## config.mk

```make
export PLATFORM = sky130hd
export DESIGN_NAME = spi_eeprom_top
export DESIGN_NICKNAME = d
export VERILOG_FILES = /design/src/verilog/spi_eeprom_pkg.sv /design/src/verilog/spi_eeprom_wb_regs.sv /design/src/verilog/spi_eeprom_sequencer.sv /design/src/verilog/spi_eeprom_rx_assembler.sv /design/src/verilog/spi_eeprom_top.sv
export SDC_FILE = /design/constraint.sdc
export NUM_CORES = 1
export LEC_CHECK = 0
export ABC_AREA = 1
export CAP_MARGIN = 30
export CORE_MARGIN = 4
export CORE_UTILIZATION = 65
export CTS_CLUSTER_DIAMETER = 60
export DETAILED_ROUTE_END_ITERATION = 8
export DONT_BUFFER_PORTS = 1
export GPL_ROUTABILITY_DRIVEN = 0
export PLACE_DENSITY = 0.85
export SLEW_MARGIN = 20
export SYNTH_ARGS = -nofsm -noshare
export SYNTH_HDL_FRONTEND = slang
export SYNTH_HIERARCHICAL = 1
export SYNTH_SLANG_ARGS = --single-unit
```

## constraint.sdc

```tcl
create_clock -name clk_i -period 7.5 [get_ports clk_i]
set_input_delay 1.5 -clock clk_i [delete_from_list [all_inputs] [get_ports clk_i]]
set_output_delay 1.5 -clock clk_i [all_outputs]
set_load 0.02 [all_outputs]
```

## src/verilog/spi_eeprom_pkg.sv

```systemverilog
// shared definitions for the 25xx SPI EEPROM master
//   opcode enum, command and receive structs
//   wishbone register offsets, SPI clock divider constants

package spi_eeprom_pkg;

	//////////////////////////////////////////////////
	// EEPROM opcodes
	//////////////////////////////////////////////////

	// only these four get a full sequence, other values send the opcode alone
	typedef enum logic [7:0] {
		OP_WRITE = 8'h02,	// array write, needs WREN first
		OP_READ  = 8'h03,	// array read
		OP_RDSR  = 8'h05,	// status register read
		OP_WREN  = 8'h06	// set write enable latch
	} spi_op_e;

	//////////////////////////////////////////////////
	// command and result words
	//////////////////////////////////////////////////

	typedef struct packed {
		spi_op_e     op;	// opcode byte
		logic [23:0] addr;	// 3-byte array address
		logic [1:0]  len;	// bytes minus one
		logic [31:0] wdata;	// byte 0 goes out first
	} spi_cmd_t;

	typedef struct packed {
		logic [31:0] data;	// byte 0 is first received
		logic [2:0]  count;	// bytes seen in last transfer
	} spi_rx_t;

	//////////////////////////////////////////////////
	// bus map and timing
	//////////////////////////////////////////////////

	localparam logic [2:0] REG_CMD    = 3'd0;	// opcode + len, write starts
	localparam logic [2:0] REG_ADDR   = 3'd1;
	localparam logic [2:0] REG_WDATA  = 3'd2;
	localparam logic [2:0] REG_RDATA  = 3'd3;	// read only
	localparam logic [2:0] REG_STATUS = 3'd4;	// read only, busy + count

	localparam int SCLK_HALF = 2;	// clk_i cycles per sclk half period
	localparam int DIV_W     = (SCLK_HALF > 1) ? $clog2(SCLK_HALF) : 1;

endpackage

```

## src/verilog/spi_eeprom_wb_regs.sv

```systemverilog
// wishbone classic slave for the SPI EEPROM master
//   register file for opcode, len, address and write word
//   start pulse on each CMD write, read mux of result and status

module spi_eeprom_wb_regs (
	input  logic                     clk_i,
	input  logic                     rstn_i,
	input  logic                     wb_cyc_i,
	input  logic                     wb_stb_i,
	input  logic                     wb_we_i,
	input  logic [2:0]               wb_adr_i,
	input  logic [31:0]              wb_dat_i,
	input  logic                     busy_i,	// from sequencer
	input  spi_eeprom_pkg::spi_rx_t  rx_i,		// from rx assembler
	output logic [31:0]              wb_dat_o,
	output logic                     wb_ack_o,
	output spi_eeprom_pkg::spi_cmd_t cmd_o,
	output logic                     start_o
);
	import spi_eeprom_pkg::*;

	logic     ack_q;
	logic     access;	// first cycle of a strobe
	logic     start_q;
	spi_cmd_t cmd_q;
	logic [31:0] dat_q;

	assign access = wb_cyc_i && wb_stb_i && !ack_q;

	//////////////////////////////////////////////////
	// ack and register writes
	//////////////////////////////////////////////////

	always_ff @(posedge clk_i, negedge rstn_i) begin
		if (!rstn_i) begin
			ack_q   <= 1'b0;
			start_q <= 1'b0;
			cmd_q   <= '0;
		end else begin
			ack_q   <= access;	// one wait cycle, single-cycle ack
			start_q <= 1'b0;
			if (access && wb_we_i) begin
				case (wb_adr_i)
					REG_CMD: begin
						cmd_q.op  <= spi_op_e'(wb_dat_i[7:0]);
						cmd_q.len <= wb_dat_i[9:8];
						start_q   <= 1'b1;	// every CMD write fires, sequencer filters
					end
					REG_ADDR:  cmd_q.addr  <= wb_dat_i[23:0];
					REG_WDATA: cmd_q.wdata <= wb_dat_i;
					default: ;	// read-only and unmapped offsets dropped
				endcase
			end
		end
	end

	//////////////////////////////////////////////////
	// read mux, captured with the ack
	//////////////////////////////////////////////////

	always_ff @(posedge clk_i) begin
		if (access && !wb_we_i) begin
			case (wb_adr_i)
				REG_CMD:    dat_q <= {22'd0, cmd_q.len, cmd_q.op};
				REG_ADDR:   dat_q <= {8'd0, cmd_q.addr};
				REG_WDATA:  dat_q <= cmd_q.wdata;
				REG_RDATA:  dat_q <= rx_i.data;
				REG_STATUS: dat_q <= {25'd0, rx_i.count, 3'd0, busy_i};
				default:    dat_q <= '0;	// unknown offset reads zero
			endcase
		end
	end

	assign wb_ack_o = ack_q;
	assign wb_dat_o = dat_q;
	assign cmd_o    = cmd_q;
	assign start_o  = start_q;

endmodule

```

## src/verilog/spi_eeprom_sequencer.sv

```systemverilog
// SPI mode 0 master sequencer for 25xx EEPROMs
//   clock-enable divider for sclk half periods
//   opcode, address and write-data shifters, miso sampling
//   one received byte per rx_valid pulse

module spi_eeprom_sequencer (
	input  logic                     clk_i,
	input  logic                     rstn_i,
	input  spi_eeprom_pkg::spi_cmd_t cmd_i,
	input  logic                     start_i,
	input  logic                     miso_i,
	output logic                     sclk_o,
	output logic                     mosi_o,
	output logic                     cs_n_o,
	output logic                     busy_o,
	output logic                     rx_first_o,	// accepted start
	output logic [7:0]               rx_byte_o,
	output logic                     rx_valid_o
);
	import spi_eeprom_pkg::*;

	typedef enum logic [2:0] {
		IDLE, SEL, OPCODE, ADDR, WDATA, RDATA, DESEL
	} seq_state_e;

	seq_state_e       state;
	logic [DIV_W-1:0] div_cnt;
	logic             tick;		// end of a half period
	logic [2:0]       bit_cnt;	// bit within byte, msb first
	logic [1:0]       byte_cnt;	// byte within current phase
	spi_op_e          op_q;
	logic [1:0]       len_q;
	logic [23:0]      addr_sr;	// next address byte on top
	logic [31:0]      wdata_sr;	// next write byte at bottom
	logic [7:0]       tx_sr;	// byte on the wire, mosi = msb
	logic [7:0]       rx_sr;
	logic             sclk_q;
	logic             cs_n_q;
	logic             rx_valid_q;
	logic             accept;
	logic             sample;	// rising sclk in read phase
	logic             byte_done;	// falling edge after bit 7
	logic [1:0]       data_last;	// last data byte index

	assign accept    = start_i && (state == IDLE);	// starts while busy are lost
	assign tick      = (div_cnt == DIV_W'(SCLK_HALF - 1));
	assign sample    = tick && !sclk_q && (state == RDATA);
	assign byte_done = tick && sclk_q && (bit_cnt == 3'd7);
	assign data_last = (op_q == OP_RDSR) ? 2'd0 : len_q;	// RDSR reads a single byte

	//////////////////////////////////////////////////
	// half period divider
	//////////////////////////////////////////////////

	always_ff @(posedge clk_i, negedge rstn_i) begin
		if (!rstn_i)
			div_cnt <= '0;
		else if (state == IDLE || tick)
			div_cnt <= '0;	// phase aligned to the accepted start
		else
			div_cnt <= div_cnt + 1'b1;
	end

	//////////////////////////////////////////////////
	// state machine, sclk and cs
	//////////////////////////////////////////////////

	always_ff @(posedge clk_i, negedge rstn_i) begin
		if (!rstn_i) begin
			state      <= IDLE;
			sclk_q     <= 1'b0;
			cs_n_q     <= 1'b1;
			bit_cnt    <= '0;
			byte_cnt   <= '0;
			tx_sr      <= '0;
			rx_valid_q <= 1'b0;
		end else begin
			rx_valid_q <= sample && (bit_cnt == 3'd7);	// cycle after 8th sample
			case (state)
				IDLE: if (accept) begin
					state    <= SEL;
					cs_n_q   <= 1'b0;
					tx_sr    <= cmd_i.op;	// first bit set up during SEL
					bit_cnt  <= '0;
					byte_cnt <= '0;
				end
				SEL: if (tick) begin
					sclk_q <= 1'b1;	// first rising edge
					state  <= OPCODE;
				end
				OPCODE, ADDR, WDATA, RDATA: if (tick) begin
					sclk_q <= ~sclk_q;
					if (sclk_q && !byte_done) begin
						bit_cnt <= bit_cnt + 3'd1;
						tx_sr   <= {tx_sr[6:0], 1'b0};
					end else if (byte_done) begin
						bit_cnt  <= '0;
						byte_cnt <= byte_cnt + 2'd1;
						case (state)
							OPCODE: begin
								byte_cnt <= '0;
								case (op_q)
									OP_READ, OP_WRITE: begin
										state <= ADDR;
										tx_sr <= addr_sr[23:16];
									end
									OP_RDSR: begin
										state <= RDATA;
										tx_sr <= '0;
									end
									default: begin	// opcode-only command
										state <= DESEL;
										tx_sr <= '0;
									end
								endcase
							end
							ADDR: begin
								if (byte_cnt == 2'd2) begin
									byte_cnt <= '0;
									if (op_q == OP_WRITE) begin
										state <= WDATA;
										tx_sr <= wdata_sr[7:0];
									end else begin
										state <= RDATA;
										tx_sr <= '0;	// mosi idles low while reading
									end
								end else begin
									tx_sr <= addr_sr[23:16];
								end
							end
							WDATA: begin
								if (byte_cnt == data_last) begin
									state <= DESEL;
									tx_sr <= '0;
								end else begin
									tx_sr <= wdata_sr[7:0];
								end
							end
							default: if (byte_cnt == data_last)
								state <= DESEL;	// RDATA done
						endcase
					end
				end
				DESEL: if (tick) begin
					cs_n_q <= 1'b1;	// half period after last fall
					state  <= IDLE;
				end
				default: state <= IDLE;
			endcase
		end
	end

	//////////////////////////////////////////////////
	// command capture and data shifters
	//////////////////////////////////////////////////

	always_ff @(posedge clk_i) begin
		if (accept) begin
			op_q     <= cmd_i.op;
			len_q    <= cmd_i.len;
			addr_sr  <= cmd_i.addr;
			wdata_sr <= cmd_i.wdata;
		end else if (byte_done) begin
			if (state == OPCODE || state == ADDR)
				addr_sr <= {addr_sr[15:0], 8'h00};
			if ((state == ADDR && byte_cnt == 2'd2) || state == WDATA)
				wdata_sr <= {8'h00, wdata_sr[31:8]};
		end
		if (sample)
			rx_sr <= {rx_sr[6:0], miso_i};	// msb arrives first
	end

	assign sclk_o     = sclk_q;
	assign mosi_o     = tx_sr[7];
	assign cs_n_o     = cs_n_q;
	assign busy_o     = (state != IDLE);	// falls with cs_n rising
	assign rx_first_o = accept;
	assign rx_byte_o  = rx_sr;
	assign rx_valid_o = rx_valid_q;

endmodule

```

## src/verilog/spi_eeprom_rx_assembler.sv

```systemverilog
// receive assembler for the SPI EEPROM master
//   packs incoming bytes into a 32-bit word, byte 0 first
//   counts bytes per transfer, cleared on each accepted start

module spi_eeprom_rx_assembler (
	input  logic                    clk_i,
	input  logic                    rstn_i,
	input  logic                    rx_first_i,	// new transfer accepted
	input  logic [7:0]              rx_byte_i,
	input  logic                    rx_valid_i,
	output spi_eeprom_pkg::spi_rx_t rx_o
);
	import spi_eeprom_pkg::*;

	spi_rx_t rx_q;

	//////////////////////////////////////////////////
	// byte lane packing
	//////////////////////////////////////////////////

	// count selects the lane, at most four bytes per transfer
	always_ff @(posedge clk_i, negedge rstn_i) begin
		if (!rstn_i) begin
			rx_q <= '0;
		end else if (rx_first_i) begin
			rx_q <= '0;	// old result dropped
		end else if (rx_valid_i) begin
			rx_q.data[8*rx_q.count[1:0] +: 8] <= rx_byte_i;
			rx_q.count                        <= rx_q.count + 3'd1;
		end
	end

	assign rx_o = rx_q;	// held until next accepted command

endmodule

```

## src/verilog/spi_eeprom_top.sv

```systemverilog
// top level of the SPI EEPROM master
//   wishbone register file, SPI sequencer, receive assembler

module spi_eeprom_top (
	input  logic        clk_i,
	input  logic        rstn_i,
	input  logic        wb_cyc_i,
	input  logic        wb_stb_i,
	input  logic        wb_we_i,
	input  logic [2:0]  wb_adr_i,
	input  logic [31:0] wb_dat_i,
	input  logic        miso_i,
	output logic [31:0] wb_dat_o,
	output logic        wb_ack_o,
	output logic        sclk_o,
	output logic        mosi_o,
	output logic        cs_n_o
);
	import spi_eeprom_pkg::*;

	spi_cmd_t   cmd;	// held in regs
	logic       start;
	logic       busy;
	logic       rx_first;
	logic [7:0] rx_byte;
	logic       rx_valid;
	spi_rx_t    rx;

	//////////////////////////////////////////////////
	// decode, execute, result
	//////////////////////////////////////////////////

	spi_eeprom_wb_regs spi_eeprom_wb_regs_inst (
		.clk_i    (clk_i),
		.rstn_i   (rstn_i),
		.wb_cyc_i (wb_cyc_i),
		.wb_stb_i (wb_stb_i),
		.wb_we_i  (wb_we_i),
		.wb_adr_i (wb_adr_i),
		.wb_dat_i (wb_dat_i),
		.busy_i   (busy),
		.rx_i     (rx),
		.wb_dat_o (wb_dat_o),
		.wb_ack_o (wb_ack_o),
		.cmd_o    (cmd),
		.start_o  (start)
	);

	spi_eeprom_sequencer spi_eeprom_sequencer_inst (
		.clk_i      (clk_i),
		.rstn_i     (rstn_i),
		.cmd_i      (cmd),
		.start_i    (start),
		.miso_i     (miso_i),
		.sclk_o     (sclk_o),
		.mosi_o     (mosi_o),
		.cs_n_o     (cs_n_o),
		.busy_o     (busy),
		.rx_first_o (rx_first),
		.rx_byte_o  (rx_byte),
		.rx_valid_o (rx_valid)
	);

	spi_eeprom_rx_assembler spi_eeprom_rx_assembler_inst (
		.clk_i      (clk_i),
		.rstn_i     (rstn_i),
		.rx_first_i (rx_first),
		.rx_byte_i  (rx_byte),
		.rx_valid_i (rx_valid),
		.rx_o       (rx)
	);

endmodule

```

==> out/qor.txt <==
run status = complete, no violations
Tmin final = 3.44 ns
Synth Cell Area = 0.0111 mm2
Die Wd = 139 um
Worst Tran Pin Value = 0.946 ns
Top Ports = 77
register area share after synthesis = 56.6%
Seq cells post-synth = 229
Max Cap Viol = 0
Port Buffers = 0
placed wire-length estimate = 18.2 mm
met3 wire length = 2.43 mm
hold slack = 0.483 ns
Pleak = 5.66 nW
CP dominant cell by count = nand2_1
# setup viols final = 0
Fin. Hold Viols = 0
worst hold path class = flip-flop to flip-flop
max-slew violations = 0
clock sink total = 229
clk buf depth = 3
Post-DP Area = 0.0112 mm2
vias in the first global route = 8291
CTS Buf Count = 24
total track usage = 28.5%
DRT met1 WL = 10.3 mm
CTS resizes = 0
Design Area, Final = 0.0120 mm2
leading post-synthesis cells by cell area = edfxtp_1 (29%), dfrtp_1 (28%), nand2_1 (16%), inv_1 (5.5%), o21bai_1 (4.5%)
DR iter-0 viols = 1012
post-route ant nets = 0
Yosys cell types = 43
die footprint = 0.0192 mm2
H-tree depth = 1
final cycle utilization of the critical path = 45.9%
RSZ-0062 raised after global routing = no
worst path cell trace = inv_2 -> nand3_2 -> buf_16 -> nor2_2 -> buf_4 -> nand2_1 -> nand2_1
Req. time, crit path = 7.95 ns
critical path class = input pin to flip-flop
Core Rows = 47
Final nets = 1323
largest net degree at the start of global routing = 124
CP peak stage delay = 0.66 ns
via count = 8792
count leader, synth = nand2_1
Primary FF master, synth = dfrtp_1
syn nets = 1343
Worst Skew = 0.0198 ns
achievable frequency = 290 MHz
Rel. slew slack = 36.7%
Post-Route WL = 27.5 mm
die height = 139 um
setup TNS = 0 ns
syn_area_per_cell = 8.57 um2
VDD IR max = 212 uV
Worst R2R Setup Slack = 4.81 ns
DR WL met2 = 13.2 mm
slowest cell on the critical path = nand3_2
Yosys Warn Count = 6
drt first pass iters = 6
post-synthesis async set-or-reset flop share = 53.7%
clock slew at reported path FFs = 0.06 ns
share of layout cells above drive strength 1 = 6.59%
P&R area growth vs syn = 7.96%
synthesized instance count = 1292
Post-synth top cells = nand2_1 (480), inv_1 (162), dfrtp_1 (122)
EDFF count, synth = 106
power per cell area = 304 mW/mm2
Remaining Overflow, GRT = 0
# diodes = 0
crit start category = input pin
routed length per instance = 18.2 um
data arrival time of the worst path = 3.90 ns
top sig layer = met4
biggest area consumer among synthesized cells = edfxtp_1
initial antenna violation count = 0
Initial Util = 66.5%
CP max FO = 42
post-synth top area share = 28.8%
first-pass GRT wire length = 44.0 mm
CTS tree = built
vias per cell = 5.82
detailed-route DRC error count = 0
Worst-Skew Late Latency = 0.52 ns
Clock Tree Root = clkbuf_16
postcts setup bufs = 0
critical path capture point type = flip-flop
core area = 0.0166 mm2
# hold bufs at CTS = 0
## cell families after synthesis
kind of cell	Yosys count	share of synthesized area, %
fa+ha+maj	10	1.13
xor+xnor	1	0.0791
flops	229	56.6
buf+inv	230	8.34
compound gates	124	7.60
simple gates	698	26.3
## per-stage QoR
step	power, mW	setup WS, ns	utilization, %	instances
global placement	2.45	3.51	67.0	1464
finish	3.63	4.06	71.8	1510
CTS	3.64	4.10	71.7	1509
global route	3.84	3.98	71.8	1510
floorplan	2.30	2.28	-	1292
detailed placement	2.49	3.57	67.2	1465
## cells in the final DEF (no fill, tap or decap), drive strengths merged, types with 2 or more instances in the layout
cell type | netlist | layout
edfxtp | 106 | 106
dfrtp | 122 | 122
inv | 173 | 173
o22ai | 8 | 8
ha | 10 | 10
a21oi | 7 | 7
o211ai | 2 | 2
bufinv | 0 | 2
nand2 | 485 | 485
clkbuf | 25 | 31
nor2 | 86 | 86
buf | 30 | 9
o21ai | 33 | 33
o21bai | 66 | 66
nor3 | 3 | 3
nand3 | 90 | 90
clkinv | 2 | 12
nand4 | 32 | 32
## state kept, by name (all words and copies together) (netlist names), 2 cells and up
register                             flops
spi_eeprom_sequencer_inst/tx_sr          8
spi_eeprom_sequencer_inst/byte_cnt       2
spi_eeprom_rx_assembler_inst/rx_o       35
spi_eeprom_wb_regs_inst/wb_dat_o        32
spi_eeprom_sequencer_inst/addr_sr       24
spi_eeprom_sequencer_inst/op_q           8
spi_eeprom_sequencer_inst/rx_byte_o      8
spi_eeprom_sequencer_inst/state          3
spi_eeprom_sequencer_inst/len_q          2
spi_eeprom_sequencer_inst/wdata_sr      32
spi_eeprom_sequencer_inst/bit_cnt        3
spi_eeprom_wb_regs_inst/cmd_o           66
## path summary, 6_finish.rpt
| check | startpoint | depth (start not counted) | end |
|---|---|---|---|
| max | wb_adr_i[2] | 7 | spi_eeprom_wb_regs_inst/cmd_o[22] |
| min | spi_eeprom_rx_assembler_inst/rx_o[27] | 2 | spi_eeprom_rx_assembler_inst/rx_o[27] |
| max reg2reg | spi_eeprom_sequencer_inst/state[1] | 10 | spi_eeprom_sequencer_inst/wdata_sr[11] |
| min reg2reg | spi_eeprom_rx_assembler_inst/rx_o[27] | 2 | spi_eeprom_rx_assembler_inst/rx_o[27] |
| max in group asynchronous | rstn_i | 0 | spi_eeprom_rx_assembler_inst/rx_o[32] |
| min in group asynchronous | rstn_i | 0 | spi_eeprom_sequencer_inst/state[1] |
## where the power goes
group          switching (mW)  total, mW  internal (mW)
logic                   0.531      0.809          0.279
registers               0.174       1.68           1.50
clock network           0.483       1.14          0.662
total                    1.19       3.63           2.45
## critical path, delay by kind of cell
kind          cells  cell delay [ns]
buf+inv           3             1.21
simple gates      4             1.15
## final cells by class
cell class	count	area (um2)
sequential	229	6260
multi-input combinational	833	3910
fill	1201	4690
tap	220	275
clock buffer	31	627
clock inverter	13	130
timing repair buffer	9	91.3
inverter	175	659
## layer usage
metal  vias up  GRT usage [%]
met4         0           13.9
met2       462           46.9
met1      4159           36.6
met3       104           5.35
met5         -              0
li1       4067              -
Power figures use the tool's default switching activity.
